$ cat src/logic/spi_frame_pkg.sv
// SPI command frame layout shared by the receiver, the frame decoder and the scaler
package spi_frame_pkg;

    // one data byte as shifted in on mosi
    typedef logic [7:0] byte_t;

    // byte counter, wide enough to hold FRAME_LEN+1 for overlong frames
    typedef logic [3:0] frame_cnt_t;

    // bytes in a complete command frame
    localparam frame_cnt_t FRAME_LEN = 4'd7;

    // position of each byte inside the frame, in wire order
    typedef enum logic [2:0] {
        POS_MODE  = 3'd0,
        POS_LINT  = 3'd1,
        POS_IDX   = 3'd2,
        POS_RED   = 3'd3,
        POS_GREEN = 3'd4,
        POS_BLUE  = 3'd5,
        POS_WHITE = 3'd6
    } frame_pos_e;

    // lamp mode, bit 0 of the mode byte
    typedef enum logic {
        MODE_DIRECT  = 1'b0,
        MODE_PALETTE = 1'b1
    } lamp_mode_e;

endpackage

$ cat src/logic/color_pkg.sv
// color and PWM definitions: level and duty types, channel count, prescale and palette
package color_pkg;

    typedef logic [7:0]  duty_t;
    typedef logic [7:0]  level_t;
    typedef logic [15:0] product_t;
    typedef logic [2:0]  pal_idx_t;

    // channels in order red, green, blue, white
    localparam int unsigned NUM_CH = 4;

    // clk cycles per PWM counter step, 256 steps -> 1024 clocks per period
    localparam int unsigned PWM_PRESC   = 4;
    localparam int unsigned PWM_PRESC_W = $clog2(PWM_PRESC);

    // one palette entry, element 0 is red (the MSB byte of a 32'hRRGGBBWW literal)
    typedef logic [0:NUM_CH-1][7:0] pal_entry_t;

    localparam pal_entry_t PALETTE [8] = '{
        32'hff_00_00_00,  // red
        32'h00_ff_00_00,  // green
        32'h00_00_ff_00,  // blue
        32'h00_00_00_ff,  // white only
        32'hff_8c_00_40,  // warm amber
        32'h00_ff_ff_00,  // cyan
        32'hff_00_ff_00,  // magenta
        32'h80_80_80_80   // half on all channels
    };

    typedef enum logic [1:0] {IDLE, LOAD, WAIT_MUL, PUBLISH} scaler_state_e;

endpackage

$ cat src/logic/lamp_ifs.sv
// stage-to-stage buses: decoded command (decoder to scaler) and duties (scaler to PWM)
`timescale 1ns/100ps

interface lamp_cmd_if import spi_frame_pkg::*, color_pkg::*; ();
    lamp_mode_e mode;
    byte_t      lint;
    byte_t      idx;
    level_t     red;
    level_t     green;
    level_t     blue;
    level_t     white;
    // one-clock pulse, fields hold until the next one
    logic       cmd_valid;

    modport src (output mode, lint, idx, red, green, blue, white, cmd_valid);
    modport dst (input  mode, lint, idx, red, green, blue, white, cmd_valid);
endinterface

interface duty_if import color_pkg::*; ();
    // per-channel duty, index 0 is red
    duty_t [NUM_CH-1:0] ch;
    // one-clock pulse, ch is stable from here on
    logic               duty_update;

    modport src (output ch, duty_update);
    modport dst (input  ch, duty_update);
endinterface

$ cat src/logic/spi_rx.sv
// SPI mode 0 slave receiver: brings sck/cs_n/mosi into clk, shifts bytes MSB first
`timescale 1ns/100ps

module spi_rx import spi_frame_pkg::*; (
    input  logic  clk,
    input  logic  rst_n,
    input  logic  sck,
    input  logic  cs_n,
    input  logic  mosi,
    output byte_t rx_byte,
    output logic  byte_valid,
    output logic  frame_start,
    output logic  frame_end
);

    // two-flop synchronizers plus one delay stage for edge detect
    logic [1:0] sck_sync, cs_sync, mosi_sync;
    logic       sck_d, cs_d;
    logic       sck_rise, cs_fall, cs_rise;
    logic [2:0] bit_cnt_q;
    byte_t      shift_q;

    assign sck_rise = sck_sync[1] & ~sck_d;
    assign cs_fall  = ~cs_sync[1] & cs_d;
    assign cs_rise  = cs_sync[1] & ~cs_d;

    always_ff @(posedge clk) begin
        if (!rst_n) begin
            // idle bus levels, so no false edge right after reset
            sck_sync    <= 2'b00;
            cs_sync     <= 2'b11;
            mosi_sync   <= 2'b00;
            sck_d       <= 1'b0;
            cs_d        <= 1'b1;
            bit_cnt_q   <= '0;
            byte_valid  <= 1'b0;
            frame_start <= 1'b0;
            frame_end   <= 1'b0;
        end else begin
            sck_sync    <= {sck_sync[0], sck};
            cs_sync     <= {cs_sync[0], cs_n};
            mosi_sync   <= {mosi_sync[0], mosi};
            sck_d       <= sck_sync[1];
            cs_d        <= cs_sync[1];
            frame_start <= cs_fall;
            frame_end   <= cs_rise;
            byte_valid  <= 1'b0;
            // deselect restarts byte alignment
            if (cs_sync[1]) begin
                bit_cnt_q <= '0;
            end else if (sck_rise) begin
                bit_cnt_q  <= bit_cnt_q + 1'b1;
                byte_valid <= (bit_cnt_q == 3'd7);
            end
        end
    end

    // data shifter, mosi already aligned with the synced sck
    always_ff @(posedge clk) begin
        if (sck_rise && !cs_sync[1]) begin
            shift_q <= {shift_q[6:0], mosi_sync[1]};
        end
    end

    assign rx_byte = shift_q;

endmodule

$ cat src/logic/frame_decoder.sv
// command frame decoder: buffers SPI bytes and commits only exact seven-byte frames
`timescale 1ns/100ps

module frame_decoder import spi_frame_pkg::*; (
    input  logic          clk,
    input  logic          rst_n,
    input  byte_t         rx_byte,
    input  logic          byte_valid,
    input  logic          frame_start,
    input  logic          frame_end,
    lamp_cmd_if.src       cmd
);

    byte_t      frame_buf [FRAME_LEN];
    frame_cnt_t byte_cnt_q;
    logic       commit;

    // exact length only, short and overlong frames are dropped
    assign commit = frame_end && (byte_cnt_q == FRAME_LEN);

    // count saturates one past a full frame
    always_ff @(posedge clk) begin
        if (!rst_n) begin
            byte_cnt_q    <= '0;
            cmd.cmd_valid <= 1'b0;
        end else begin
            cmd.cmd_valid <= commit;
            if (frame_start) begin
                byte_cnt_q <= '0;
            end else if (byte_valid && byte_cnt_q != FRAME_LEN + 1'b1) begin
                byte_cnt_q <= byte_cnt_q + 1'b1;
            end
        end
    end

    // byte buffer, extra bytes past the frame are not stored
    always_ff @(posedge clk) begin
        if (byte_valid && byte_cnt_q < FRAME_LEN) begin
            frame_buf[byte_cnt_q[2:0]] <= rx_byte;
        end
    end

    // command fields, updated together with cmd_valid
    always_ff @(posedge clk) begin
        if (commit) begin
            cmd.mode  <= lamp_mode_e'(frame_buf[POS_MODE][0]);
            cmd.lint  <= frame_buf[POS_LINT];
            cmd.idx   <= frame_buf[POS_IDX];
            cmd.red   <= frame_buf[POS_RED];
            cmd.green <= frame_buf[POS_GREEN];
            cmd.blue  <= frame_buf[POS_BLUE];
            cmd.white <= frame_buf[POS_WHITE];
        end
    end

endmodule

$ cat src/logic/mult8x8.sv
// sequential unsigned 8x8 multiplier, one 8-bit adder, result 9 clocks after ld
`timescale 1ns/100ps

module mult8x8 import color_pkg::*; (
    input  logic     clk,
    input  logic     rst_n,
    input  logic     ld,
    input  level_t   a,
    input  duty_t    b,
    output product_t result,
    output logic     mult_rdy
);

    // upper half accumulates, lower half holds the remaining multiplier bits
    product_t   prod_q;
    level_t     mcand_q;
    logic [3:0] step_q;
    logic [8:0] sum;

    // add multiplicand when the current lsb is set
    assign sum = {1'b0, prod_q[15:8]} + (prod_q[0] ? {1'b0, mcand_q} : 9'd0);

    always_ff @(posedge clk) begin
        if (!rst_n) begin
            step_q   <= '0;
            mult_rdy <= 1'b0;
        end else begin
            mult_rdy <= 1'b0;
            if (ld) begin
                step_q <= 4'd8;
            end else if (step_q != '0) begin
                step_q   <= step_q - 1'b1;
                mult_rdy <= (step_q == 4'd1);
            end
        end
    end

    always_ff @(posedge clk) begin
        if (ld) begin
            prod_q  <= {8'h00, b};
            mcand_q <= a;
        end else if (step_q != '0) begin
            // shift right with carry from the adder
            prod_q <= {sum, prod_q[7:1]};
        end
    end

    assign result = prod_q;

endmodule

$ cat src/logic/color_scaler.sv
// color scaler: picks direct or palette levels and scales them by intensity in turn
`timescale 1ns/100ps

module color_scaler import spi_frame_pkg::*, color_pkg::*; (
    input  logic     clk,
    input  logic     rst_n,
    lamp_cmd_if.dst  cmd,
    duty_if.src      duty
);

    scaler_state_e      state_q;
    logic [1:0]         ch_q;
    logic               pending_q;
    duty_t [NUM_CH-1:0] duty_acc;
    level_t             direct_lvl;
    level_t             sel_lvl;
    pal_entry_t         pal;
    logic               ld;
    product_t           mult_result;
    logic               mult_rdy;

    // level for the current channel
    always_comb begin
        case (ch_q)
            2'd0:    direct_lvl = cmd.red;
            2'd1:    direct_lvl = cmd.green;
            2'd2:    direct_lvl = cmd.blue;
            default: direct_lvl = cmd.white;
        endcase
    end

    assign pal     = PALETTE[pal_idx_t'(cmd.idx[2:0])];
    assign sel_lvl = (cmd.mode == MODE_PALETTE) ? pal[ch_q] : direct_lvl;
    assign ld      = (state_q == LOAD);

    mult8x8 i_mult8x8 (
        .clk      (clk),
        .rst_n    (rst_n),
        .ld       (ld),
        .a        (sel_lvl),
        .b        (cmd.lint),
        .result   (mult_result),
        .mult_rdy (mult_rdy)
    );

    always_ff @(posedge clk) begin
        if (!rst_n) begin
            state_q          <= IDLE;
            ch_q             <= '0;
            pending_q        <= 1'b0;
            duty.duty_update <= 1'b0;
        end else begin
            duty.duty_update <= 1'b0;
            // remember commands that show up mid-run
            if (cmd.cmd_valid && state_q != IDLE) begin
                pending_q <= 1'b1;
            end
            case (state_q)
                IDLE: if (cmd.cmd_valid) begin
                    ch_q    <= '0;
                    state_q <= LOAD;
                end
                LOAD: state_q <= WAIT_MUL;
                WAIT_MUL: if (mult_rdy) begin
                    ch_q    <= ch_q + 1'b1;
                    state_q <= (ch_q == 2'(NUM_CH - 1)) ? PUBLISH : LOAD;
                end
                PUBLISH: begin
                    duty.duty_update <= 1'b1;
                    ch_q             <= '0;
                    // newest command restarts the walk
                    if (pending_q || cmd.cmd_valid) begin
                        pending_q <= 1'b0;
                        state_q   <= LOAD;
                    end else begin
                        state_q <= IDLE;
                    end
                end
                default: state_q <= IDLE;
            endcase
        end
    end

    // products and published duties
    always_ff @(posedge clk) begin
        if (state_q == WAIT_MUL && mult_rdy) begin
            duty_acc[ch_q] <= mult_result[15:8];
        end
        if (state_q == PUBLISH) begin
            duty.ch <= duty_acc;
        end
    end

endmodule

$ cat src/logic/pwm_gen.sv
// four-channel PWM: prescaled 8-bit counter, shadow duties swapped at period wrap
`timescale 1ns/100ps

module pwm_gen import color_pkg::*; (
    input  logic  clk,
    input  logic  rst_n,
    duty_if.dst   duty,
    output logic  red,
    output logic  green,
    output logic  blue,
    output logic  white
);

    logic [PWM_PRESC_W-1:0] presc_q;
    logic                   step;
    logic                   wrap;
    duty_t                  cnt_q;
    duty_t [NUM_CH-1:0]     shadow_q;
    logic                   upd_pend_q;
    logic [NUM_CH-1:0]      pin_q;

    // step tick every PWM_PRESC clocks
    assign step = (presc_q == PWM_PRESC_W'(PWM_PRESC - 1));
    assign wrap = step && (cnt_q == 8'hff);

    always_ff @(posedge clk) begin
        if (!rst_n) begin
            presc_q    <= '0;
            cnt_q      <= '0;
            shadow_q   <= '0;
            upd_pend_q <= 1'b0;
            pin_q      <= '0;
        end else begin
            presc_q <= step ? '0 : presc_q + 1'b1;
            if (step) begin
                cnt_q <= cnt_q + 1'b1;
            end
            // new duties only at the start of a period
            if (wrap && (upd_pend_q || duty.duty_update)) begin
                shadow_q   <= duty.ch;
                upd_pend_q <= 1'b0;
            end else if (duty.duty_update) begin
                upd_pend_q <= 1'b1;
            end
            // registered comparators
            for (int i = 0; i < NUM_CH; i++) begin
                pin_q[i] <= (cnt_q < shadow_q[i]);
            end
        end
    end

    assign red   = pin_q[0];
    assign green = pin_q[1];
    assign blue  = pin_q[2];
    assign white = pin_q[3];

endmodule

$ cat src/logic/rgbw_lamp.sv
// RGBW lamp controller top: SPI commands in, four PWM lamp pins out
`timescale 1ns/100ps

module rgbw_lamp import spi_frame_pkg::*; (
    input  logic clk,
    input  logic rst_n,
    input  logic sck,
    input  logic cs_n,
    input  logic mosi,
    output logic red,
    output logic green,
    output logic blue,
    output logic white
);

    // receiver to decoder strobes
    byte_t rx_byte;
    logic  byte_valid;
    logic  frame_start;
    logic  frame_end;

    lamp_cmd_if cmd_bus ();
    duty_if     duty_bus ();

    spi_rx i_spi_rx (
        .clk         (clk),
        .rst_n       (rst_n),
        .sck         (sck),
        .cs_n        (cs_n),
        .mosi        (mosi),
        .rx_byte     (rx_byte),
        .byte_valid  (byte_valid),
        .frame_start (frame_start),
        .frame_end   (frame_end)
    );

    frame_decoder i_frame_decoder (
        .clk         (clk),
        .rst_n       (rst_n),
        .rx_byte     (rx_byte),
        .byte_valid  (byte_valid),
        .frame_start (frame_start),
        .frame_end   (frame_end),
        .cmd         (cmd_bus.src)
    );

    color_scaler i_color_scaler (
        .clk   (clk),
        .rst_n (rst_n),
        .cmd   (cmd_bus.dst),
        .duty  (duty_bus.src)
    );

    pwm_gen i_pwm_gen (
        .clk   (clk),
        .rst_n (rst_n),
        .duty  (duty_bus.dst),
        .red   (red),
        .green (green),
        .blue  (blue),
        .white (white)
    );

endmodule

$ cat config.mk
export PLATFORM = sky130hd
export DESIGN_NAME = rgbw_lamp
export DESIGN_NICKNAME = d
export VERILOG_FILES = /design/src/logic/spi_frame_pkg.sv /design/src/logic/color_pkg.sv /design/src/logic/lamp_ifs.sv /design/src/logic/spi_rx.sv /design/src/logic/frame_decoder.sv /design/src/logic/mult8x8.sv /design/src/logic/color_scaler.sv /design/src/logic/pwm_gen.sv /design/src/logic/rgbw_lamp.sv
export SDC_FILE = /design/constraint.sdc
export NUM_CORES = 1
export LEC_CHECK = 0
export ABC_AREA = 1
export ABC_CLOCK_PERIOD_IN_PS = 4470
export BUFFER_PORTS_ARGS = -buffer_cell sky130_fd_sc_hd__buf_2
export CORE_MARGIN = 2
export CORE_UTILIZATION = 55
export CTS_CLUSTER_DIAMETER = 80
export CTS_CLUSTER_SIZE = 40
export DETAILED_ROUTE_END_ITERATION = 10
export PLACE_DENSITY_LB_ADDON = 0.25
export SYNTH_ARGS = -nofsm -noshare
export SYNTH_HDL_FRONTEND = slang
export SYNTH_SLANG_ARGS = --single-unit
$ cat constraint.sdc
create_clock -name clk -period 4.47 [get_ports clk]
set_input_delay 0.447 -clock clk [delete_from_list [all_inputs] [get_ports clk]]
set_output_delay 0.447 -clock clk [all_outputs]
set_load 0.005 [all_outputs]
==> results_dict.tcl, run 1 <==
set metrics [dict create \
    drive_gt1_frac 0.0453 \
    switchingPower_mw 1.27 \
    tns_ns 0 \
    slew_headroom 0.241 \
    fmax_ghz 0.486 \
    synth-simple-area-share 0.150 \
    grt_first_pass_wirelength_um 27400 \
    critPathTopFamily "simple AND/OR/NAND/NOR gates" \
    hold_slack_ns 0.136 \
    wl_um 16200 \
    seq_area_frac_synth 0.680 \
    cts_root_buf "clkbuf_16" \
    synth_xor_area_frac 0.00171 \
    async_flop_share 0 \
    synth_ff_type "edfxtp_1" \
    syn-cell-area_sq_um 10300 \
    critPathMaxStageDelay_ns 0.52 \
    min_period_over_period 0.460 \
    dieArea_sq_um 19800 \
    synth_top_cells_by_count "nand2_1 (215), edfxtp_1 (176), nor2_1 (105)" \
    rsz0062_at_grt "false" \
    n_antenna_cell 0 \
    min_path_type "in2reg" \
    p_leak_nw 4.40 \
    htree_levels 1 \
    synth_fa_ha_area_frac 0.0677 \
    fin_skew_ns 0.0234 \
    r2r-start "i_color_scaler.i_mult8x8.step_q[0]" \
    yosys_warnings 0 \
    synth_area_leaders "edfxtp_1 (51%), dfxtp_1 (17%), nand2_1 (7.9%)" \
    register_area_sq_um 6990 \
    start_util 0.566 \
    ant_nets 0 \
    startpoint_type "flop" \
    synth-seq-cells 261 \
    post_cts_resized 0 \
    clk-insertion-delay-late_ns 0.48 \
    coreArea_sq_um 18100 \
    synth.area.mux_share 0 \
    path_class "reg2reg" \
    portBuffers 8 \
    crit_arrival_ns 2.25 \
    ir_drop_v 0.000291 \
    fp.dieH_um 141 \
    std_cell_rows 49 \
    drt_iter0_markers 284 \
    hpwl_um 11400 \
    p_int_mw 3.50 \
    maxCapViolCount 0 \
    hold_buffers 0 \
    nNetsFinal 984 \
    cts-buffers-inserted 11 \
    fillers 1476 \
    yosysUniqueCellTypes 33 \
    syn_to_final_growth_pct 5.97 \
    synth_top_family_by_area "simple AND/OR/NAND/NOR gates" \
    antenna_found_initial 0 \
    setup_viol 0 \
    cts.clk_slew.worst_paths_ns 0.13 \
    slowest_stage "nor2_1" \
    die_w_um 141 \
    status "finished, final reports clean" \
    worstMarginPinSlew_ns 1.14 \
    avgSynthCellArea_sq_um 11.2 \
    p_per_area_nw_per_um2 438 \
    clk_path_buf_depth 3 \
    synth.most_common_cell "nand2_1" \
    critPathBufInv 2 \
    sw_frac_of_total 0.267 \
    crit_top_cell "inv_1" \
    synth-compound-area-share 0.0509 \
    slew_viol_final 0 \
    cp_cell_sequence "inv_1 > ha_1 > nand3_1 > nor2_1 > inv_1" \
    wl_per_cell_um 14.0 \
    crit_required_ns 4.67 \
    comb_power_share 0.146 \
    rrSetupSlack_ns 2.41 \
    syn-instance-count 919 \
    dr.pass1.iters 4 \
    multi_input_area_sq_um 2780 \
    post_cts.repair.setup_buffers 0 \
    min_path_cells 3 \
    synth-edff-count 176 \
    grt_pass1_vias 5674 \
    end_kind "flop" \
    post-synth-top-area-cell "edfxtp_1" \
    period_needed_ns 2.06 \
    io_pins 9 \
    viasPerCell 4.98 \
    reg2reg_depth 5 \
    hold_violations 0 \
    vias 5761 \
    p_clk_frac 0.254 \
    grtUsageTotal 0.169 \
    crit_fanout 11 \
    worstReg2RegEnd "i_color_scaler.i_mult8x8.result[4]" \
    cts_tree "done" \
    p_seq_frac 0.600 \
    hp-start "sck" \
    gp_congestion 0.788 \
    synth_fp_nets 979 \
    grt_max_degree 66 \
    synth_top_area_share 0.514 \
    grt_overflow 0 \
    cts.sinks 261 \
    min_to "i_spi_rx.sck_sync[0]" \
    drc_errors 0 \
]
-- kinds of logic (layout without fill, tap and decap cells) --
group,Yosys count,count (layout)
AOI/OAI and AO/OA,95,95
and+or+nand+nor,379,379
xor gates and xnor gates,2,2
DFF,261,261
adders and majority gates,55,55
buffers and inverters,127,136
-- how the worst max path moves through the flow --
| stage | slack, ns | from | cells after the start | endpoint |
|---|---|---|---|---|
| 3_3_place_gp | 2.49 | i_color_scaler.i_mult8x8.step_q[0] | 5 | i_color_scaler.i_mult8x8.result[4] |
| 4_1_cts | 2.42 | i_color_scaler.ch_q[1] | 4 | i_color_scaler.duty_acc[12] |
| 3_5_place_dp | 2.46 | i_color_scaler.ch_q[1] | 4 | i_color_scaler.duty_acc[11] |
| 5_1_grt | 2.26 | i_color_scaler.ch_q[0] | 4 | i_color_scaler.duty_acc[23] |
| 6_report | 2.41 | i_color_scaler.i_mult8x8.step_q[0] | 5 | i_color_scaler.i_mult8x8.result[4] |
| 2_1_floorplan | 0.31 | i_frame_decoder.byte_cnt_q[0] | 3 | i_frame_decoder.cmd.blue[0] |
-- worst reg2reg max path, stage by stage (launching register included) --
cell	delay, ns
dfxtp_1	0.36
inv_1	0.08
ha_1	0.19
nand3_1	0.35
nor2_1	0.52
inv_1	0.28
-- layout by cell type (no fill, tap or decap), types with 6 or more instances in the layout --
cell       netlist  final
clkbuf_16        0     11
nor2_1         105    105
ha_1            54     54
buf_4            1      7
a21oi_1         49     49
dfxtp_1         85     85
or2_2            6      6
o211ai_1        12     12
edfxtp_1       176    176
o21ai_0         27     27
nor3_1          14     13
buf_2            5      8
nand3_1         28     28
inv_1          102    102
nand2_1        215    215
-- stage by stage --
step                       util  cell area (sq um)  power, mW  std cells  worst slack [ns]
after CTS                 0.600              10900       4.80       1157              2.42
after global placement    0.581              10500       3.59       1140              2.49
after detailed placement  0.581              10500       3.61       1140              2.46
after global routing      0.600              10900       5.01       1157              2.26
after floorplan               -              10300       3.43        919             0.307
final                     0.600              10900       4.77       1157              2.41
-- registers in the layout, summed over array words and instances, names as in the netlist, 4 cells and up --
register and flops:
i_frame_decoder.frame_buf 44, i_color_scaler.duty.ch 32, i_color_scaler.duty_acc 32, i_pwm_gen.shadow_q 32, i_color_scaler.i_mult8x8.result 16, i_color_scaler.i_mult8x8.mcand_q 8
i_frame_decoder.cmd.blue 8, i_frame_decoder.cmd.green 8, i_frame_decoder.cmd.lint 8, i_frame_decoder.cmd.red 8, i_frame_decoder.cmd.white 8, i_pwm_gen.cnt_q 8
i_spi_rx.rx_byte 8, i_color_scaler.i_mult8x8.step_q 4, i_frame_decoder.byte_cnt_q 4, i_pwm_gen.pin_q 4
-- metal layers --
metal  vias to the layer above  GRT usage  part of all wire
met1                      2654      0.226              0.48
li1                       3052          -                 -
met5                         -          0                 0
met4                         0     0.0358             0.015
met3                        17     0.0204             0.019
met2                        38      0.300              0.49
-- power groups by stage --
stage / combinational (mW) / clock, mW / sequential (mW)
2_1_floorplan: 0.566 / 0 / 2.87
3_3_place_gp: 0.680 / 0 / 2.92
3_5_place_dp: 0.692 / 0 / 2.92
4_1_cts: 0.695 / 1.25 / 2.86
5_1_grt: 0.805 / 1.33 / 2.88
6_report: 0.696 / 1.21 / 2.86
-- cell type report --
class,instances,share of cell area
Sequential cell,261,0.642
Multi-Input combinational cell,531,0.256
Inverter,104,0.0359
Tap cell,229,0.0263
Clock buffer,12,0.0256
Timing Repair Buffer,15,0.00850
Clock inverter,5,0.00632
Power figures use the tool's default switching activity.
==> inputs of run 2 (changes only) <==
- ABC_CLOCK_PERIOD_IN_PS: 4470 -> 1800
- clock period: 4.47 -> 1.8 ns (I/O delays scaled with it)
==> run 2 against run 1 <==
Sequential share of layout area fell by 2.8 points. Worst hold slack got worse by 0.067 ns. Maximum frequency rose by 14%. Cell area rose by 4.5%. Register-to-register slack got worse by 2.4 ns. Via count rose by 3.2%. Worst setup slack got worse by 2.4 ns. First-iteration DRC count fell by 1.8%. Die area did not move. Critical path type unchanged. Critical endpoint is now i_color_scaler.i_mult8x8.result[14].
==> results_dict.tcl, run 2 (synthesis results as in run 1) <==
set metrics [dict create \
    status "finished, final reports clean" \
    end_kind "flop" \
    antenna_found_initial 0 \
    reg2reg_depth 12 \
    coreArea_sq_um 18100 \
    hpwl_um 11100 \
    cts-buffers-inserted 12 \
    path_class "reg2reg" \
    dr.pass1.iters 4 \
    min_period_over_period 0.998 \
    setup_viol 0 \
    crit_required_ns 2.19 \
    ir_drop_v 0.000883 \
    period_needed_ns 1.80 \
    start_util 0.566 \
    io_pins 9 \
    drc_errors 0 \
    worstMarginPinSlew_ns 0.408 \
    fin_ws_ns 0.00341 \
    hold_violations 0 \
    rrSetupSlack_ns 0.003 \
    startpoint_type "flop" \
    p_leak_nw 4.65 \
    wl_um 16200 \
    portBuffers 8 \
    drive_gt1_frac 0.0941 \
    place_ws_ns 0.00703 \
    cts_tree "done" \
    crit_end "i_color_scaler.i_mult8x8.result[14]" \
    vias 5945 \
    layout.cells.non_filler 1196 \
    r2r-start "i_color_scaler.i_mult8x8.result[0]" \
    final_cell_mix "nand2_1 (214), edfxtp_1 (176), nor2_1 (105)" \
    viasPerCell 4.97 \
    dieArea_sq_um 19800 \
    rsz0062_at_grt "true" \
    cp_cell_sequence "buf_4 > buf_4 > nand2_1 > inv_1 > ha_4 > nand2_1 > nor2_1 > nand3_1 > nand3_1 > nand3_1 > nand2_1 > inv_1" \
    fmax_ghz 0.557 \
    grtUsageTotal 0.167 \
    slew_headroom 0.728 \
    largest_register_ffs 44 \
    htree_levels 1 \
    std_cell_rows 49 \
    crit_start "i_color_scaler.i_mult8x8.result[0]" \
    grt_pass1_vias 5627 \
    clk-insertion-delay-late_ns 0.50 \
    ant_nets 0 \
    syn_to_final_growth_pct 10.8 \
    die_w_um 141 \
    worstReg2RegEnd "i_color_scaler.i_mult8x8.result[14]" \
    layout_commonest_cell "nand2_1" \
    min_path_type "in2reg" \
    fillers 1447 \
    slew_viol_final 0 \
    n_antenna_cell 0 \
    cts.clk_slew.worst_paths_ns 0.13 \
    gp_congestion 0.827 \
    clk_path_buf_depth 3 \
    p_per_area_nw_per_um2 1120 \
    cts_root_buf "clkbuf_16" \
    grt_overflow 0 \
    fin_util 0.627 \
    crit_arrival_ns 2.19 \
    finalPower_mw 12.7 \
    placed_cells 1169 \
    wl_per_cell_um 13.5 \
    grt_first_pass_wirelength_um 26600 \
    grt_max_degree 66 \
    crit_fanout 5 \
    fp.dieH_um 141 \
    nNetsFinal 1021 \
    use_met1 0.214 \
    fin_skew_ns 0.0208 \
    cts.sinks 261 \
    use_met2 0.301 \
    maxCapViolCount 0 \
    busiest_layer "met2" \
    drt_iter0_markers 279 \
    critPathMaxStageDelay_ns 0.40 \
    grt_use_met3 0.0211 \
    slowest_stage "edfxtp_1" \
]
[run 2: timing repair]
action,CTS,global route
setup buffers,0,4
resized for setup,1,8
endpoints found under the hold margin,3,0
hold buffers,3,0
endpoints found under the setup margin,1,9
pin swaps,0,1
[run 2: power by group]
group          internal (mW)  total, mW  switching (mW)
Combinational          0.878       2.11            1.23
Sequential              6.82       7.10           0.277
Clock                   1.59       3.50            1.92
Total                   9.29       12.7            3.42
[run 2: how the worst min path moves through the flow]
stage,slack [ns],endpoint,from,depth (start not counted)
after detailed placement,0.37,i_spi_rx.cs_sync[0],cs_n,2
after CTS,0.06,i_spi_rx.sck_sync[1],rst_n,3
final,0.07,i_spi_rx.sck_sync[0],rst_n,3
after global placement,0.36,i_spi_rx.mosi_sync[0],mosi,3
after global routing,0.06,i_spi_rx.sck_sync[1],rst_n,3
after floorplan,0.28,i_spi_rx.mosi_sync[0],mosi,2
[run 2: area by class of cell]
cell class | count | area, sq um | share of cell area
sequential | 261 | 6990 | 0.614
clock buffer | 13 | 325 | 0.0286
clock inverter | 7 | 125 | 0.0110
tap | 229 | 287 | 0.0252
inverter | 104 | 390 | 0.0343
multi-input combinational | 531 | 2870 | 0.252
timing repair buffer | 51 | 395 | 0.0347
[run 2: stage by stage]
step,area [sq um],hold WS [ns],setup TNS (ns)
2_1_floorplan,10300,0.278,-13.01
3_3_place_gp,10800,0.363,0
3_5_place_dp,10800,0.370,0
4_1_cts,11300,0.0575,0
5_1_grt,11400,0.0616,-0.210
6_report,11400,0.0691,0
[run 2: layer usage]
| layer | vias up | part of all wire |
|---|---|---|
| met5 | - | 0 |
| met4 | 0 | 0.024 |
| met3 | 29 | 0.029 |
| met2 | 84 | 0.50 |
| met1 | 2701 | 0.45 |
| li1 | 3131 | - |
[run 2: critical path: cells and delay by family, from the launching register on]
kind | cells | cell delay (ns)
flip-flops | 1 | 0.40
adder cells (fa/ha/maj) | 1 | 0.29
AND/OR/NAND/NOR | 7 | 0.61
buffers and inverters | 4 | 0.39
==> inputs of run 3 (changes only) <==
- ABC_AREA: 1 -> 0
==> run 3 against run 2 <==
The run now ends with negative setup slack left. Combinational power is 4% higher. Sequential power down 2%. Cell area increased by 4.2%. Wire length increased by 5.1%. Critical path depth shrank 5. Via count fell by 5.1%. Clock-buffer cell count increased by 1. First-iteration DRC count down 2.9%.
==> results_dict.tcl, run 3 <==
set metrics [dict create \
    p_leak_nw 4.23 \
    register_area_sq_um 7000 \
    p_int_mw 9.35 \
    ir_drop_v 0.000926 \
    cts_tree "done" \
    synth_top_area_share 0.514 \
    grt_max_degree 51 \
    drt_iter0_markers 271 \
    drc_errors 0 \
    viasPerCell 5.34 \
    wl_um 17000 \
    multi_input_area_sq_um 3280 \
    reg2reg_depth 7 \
    gp_congestion 0.837 \
    violations "negative setup slack" \
    io_pins 9 \
    fp.dieH_um 141 \
    wl_per_cell_um 16.1 \
    rsz0062_at_grt "true" \
    coreArea_sq_um 18500 \
    critPathBufInv 0 \
    synth-seq-cells 261 \
    grt_first_pass_wirelength_um 27600 \
    vias 5640 \
    fillers 1351 \
    hpwl_um 11900 \
    sw_frac_of_total 0.258 \
    grt_pass1_vias 5607 \
    fin_ws_ns -0.201 \
    clk-insertion-delay-late_ns 0.50 \
    portBuffers 8 \
    grt_overflow 0 \
    use_met1 0.206 \
    crit_start "i_color_scaler.i_mult8x8.result[0]" \
    syn_to_final_growth_pct 15.3 \
    period_needed_ns 2.00 \
    worstReg2RegEnd "i_color_scaler.i_mult8x8.result[11]" \
    crit_required_ns 2.24 \
    min_path_cells 2 \
    dieArea_sq_um 19800 \
    largest_register_ffs 44 \
    synth_ff_type "edfxtp_1" \
    cts_root_buf "clkbuf_16" \
    use_met2 0.324 \
    r2r-start "i_color_scaler.i_mult8x8.result[0]" \
    hold_violations 0 \
    design_area_sq_um 11900 \
    cp_cell_sequence "and2_4 > ha_4 > fa_2 > a211oi_2 > nor2_1 > or3_1 > a21oi_2" \
    nNetsFinal 876 \
    yosysUniqueCellTypes 51 \
    comb_power_share 0.174 \
    avgSynthCellArea_sq_um 13.8 \
    dr.pass1.iters 5 \
    drive_gt1_frac 0.184 \
    synth.most_common_cell "edfxtp_1" \
    fin_skew_ns 0.0271 \
    path_class "reg2reg" \
    switchingPower_mw 3.25 \
    min_path_type "in2reg" \
    final_cell_mix "edfxtp_1 (176), dfxtp_1 (81), buf_4 (55)" \
    crit_fanout 5 \
    syn-cell-area_sq_um 10300 \
    worstMarginPinSlew_ns 0.451 \
    cts-buffers-inserted 12 \
    layout_commonest_cell "edfxtp_1" \
    grt_use_met3 0.0228 \
    p_clk_frac 0.274 \
    synth_top_cells_by_count "edfxtp_1 (176), dfxtp_1 (85), ha_1 (54)" \
    hp-start "rst_n" \
    slew_headroom 0.699 \
    placed_cell_area_sq_um 11000 \
    end_kind "flop" \
    startpoint_type "flop" \
    post-synth-top-area-cell "edfxtp_1" \
    start_util 0.555 \
    synth_fp_nets 806 \
    synth-edff-count 176 \
    synth_area_leaders "edfxtp_1 (51%), dfxtp_1 (17%), ha_1 (6.6%)" \
    grtUsageTotal 0.173 \
    antenna_found_initial 0 \
    min_to "i_spi_rx.cs_sync[0]" \
    finalPower_mw 12.6 \
    slowest_stage "edfxtp_1" \
    seq_area_frac_synth 0.679 \
    cts.clk_slew.worst_paths_ns 0.12 \
    async_flop_share 0 \
    cts.sinks 261 \
    crit_arrival_ns 2.44 \
    setup_viol 6 \
    p_per_area_nw_per_um2 1060 \
    min_period_over_period 1.11 \
    critPathMaxStageDelay_ns 0.47 \
    status "finished with violations" \
    n_antenna_cell 0 \
    ant_nets 0 \
    syn-instance-count 746 \
    rrSetupSlack_ns -0.20 \
    yosys_warnings 0 \
    std_cell_rows 50 \
    busiest_layer "met2" \
    fmax_ghz 0.500 \
    die_w_um 141 \
    htree_levels 1 \
    p_seq_frac 0.552 \
    maxCapViolCount 0 \
    clk_path_buf_depth 3 \
    slew_viol_final 0 \
    critPathTopFamily "simple AND/OR/NAND/NOR gates" \
]
run 3: cell types whose count changed in the layout (fill, tap and decap cells not counted), sizes merged, moves of 11 or more:
cell | before | now
a21oi | 49 | 18
and2 | 0 | 23
buf | 48 | 76
inv | 108 | 46
mux2i | 0 | 35
nand2 | 216 | 53
nand2b | 0 | 14
nand3 | 30 | 10
nor2 | 106 | 37
nor2b | 0 | 38
o211ai | 12 | 1
run 3: timing repair:
item	4_1_cts	5_1_grt
endpoints found under the setup margin	15	24
setup buffers	7	3
hold buffers	3	0
hold endpoints to repair	3	0
gates resized for setup	19	43
pin swaps	12	19
run 3: kinds of logic after synthesis:
| logic type | Yosys count | share of synthesized area |
|---|---|---|
| AOI/OAI and AO/OA | 84 | 0.0544 |
| xor gates and xnor gates | 16 | 0.0136 |
| adders and majority gates | 55 | 0.0676 |
| buffers and inverters | 66 | 0.0296 |
| DFF | 261 | 0.679 |
| muxes | 37 | 0.0374 |
| and+or+nand+nor | 227 | 0.118 |
run 3: worst max-delay path by stage:
stage	to	depth (start not counted)
after floorplan	i_frame_decoder.cmd.blue[0]	3
after global placement	i_color_scaler.i_mult8x8.result[11]	7
after detailed placement	i_color_scaler.i_mult8x8.result[11]	7
after CTS	i_color_scaler.i_mult8x8.result[11]	7
after global routing	i_color_scaler.i_mult8x8.result[11]	7
final	i_color_scaler.i_mult8x8.result[11]	7
run 3: power groups by stage:
stage / clock network (mW) / logic, mW / registers, mW
after floorplan: 0 / 1.17 / 7.06
after global placement: 0 / 1.78 / 7.07
after detailed placement: 0 / 1.87 / 7.08
after CTS: 3.57 / 2.09 / 6.95
after global routing: 3.73 / 2.47 / 6.99
final: 3.45 / 2.20 / 6.96
run 3: area by class of cell:
cell class	instances	share of cell area
flip-flops and latches	261	0.590
multi-input cells	419	0.276
repair buffers	79	0.0568
clock buffers	14	0.0286
well taps	234	0.0247
inverters	43	0.0136
clock inverters	6	0.00971
run 3: metal layers:
metal,vias up,share of wire
met5,-,0
met4,0,0.029
met3,32,0.029
met2,68,0.52
met1,2723,0.42
li1,2817,-
run 3: through the flow:
step | utilization | hold WS (ns) | instances | setup TNS [ns] | setup WS (ns)
finish | 0.640 | 0.0702 | 1056 | -1.00 | -0.201
global route | 0.640 | 0.0934 | 1056 | -1.95 | -0.352
CTS | 0.629 | 0.0564 | 1053 | -1.17 | -0.247
detailed placement | 0.596 | 0.372 | 1023 | -1.24 | -0.251
global placement | 0.596 | 0.365 | 1023 | -0.763 | -0.223
floorplan | - | 0.281 | 746 | -13.76 | -0.286
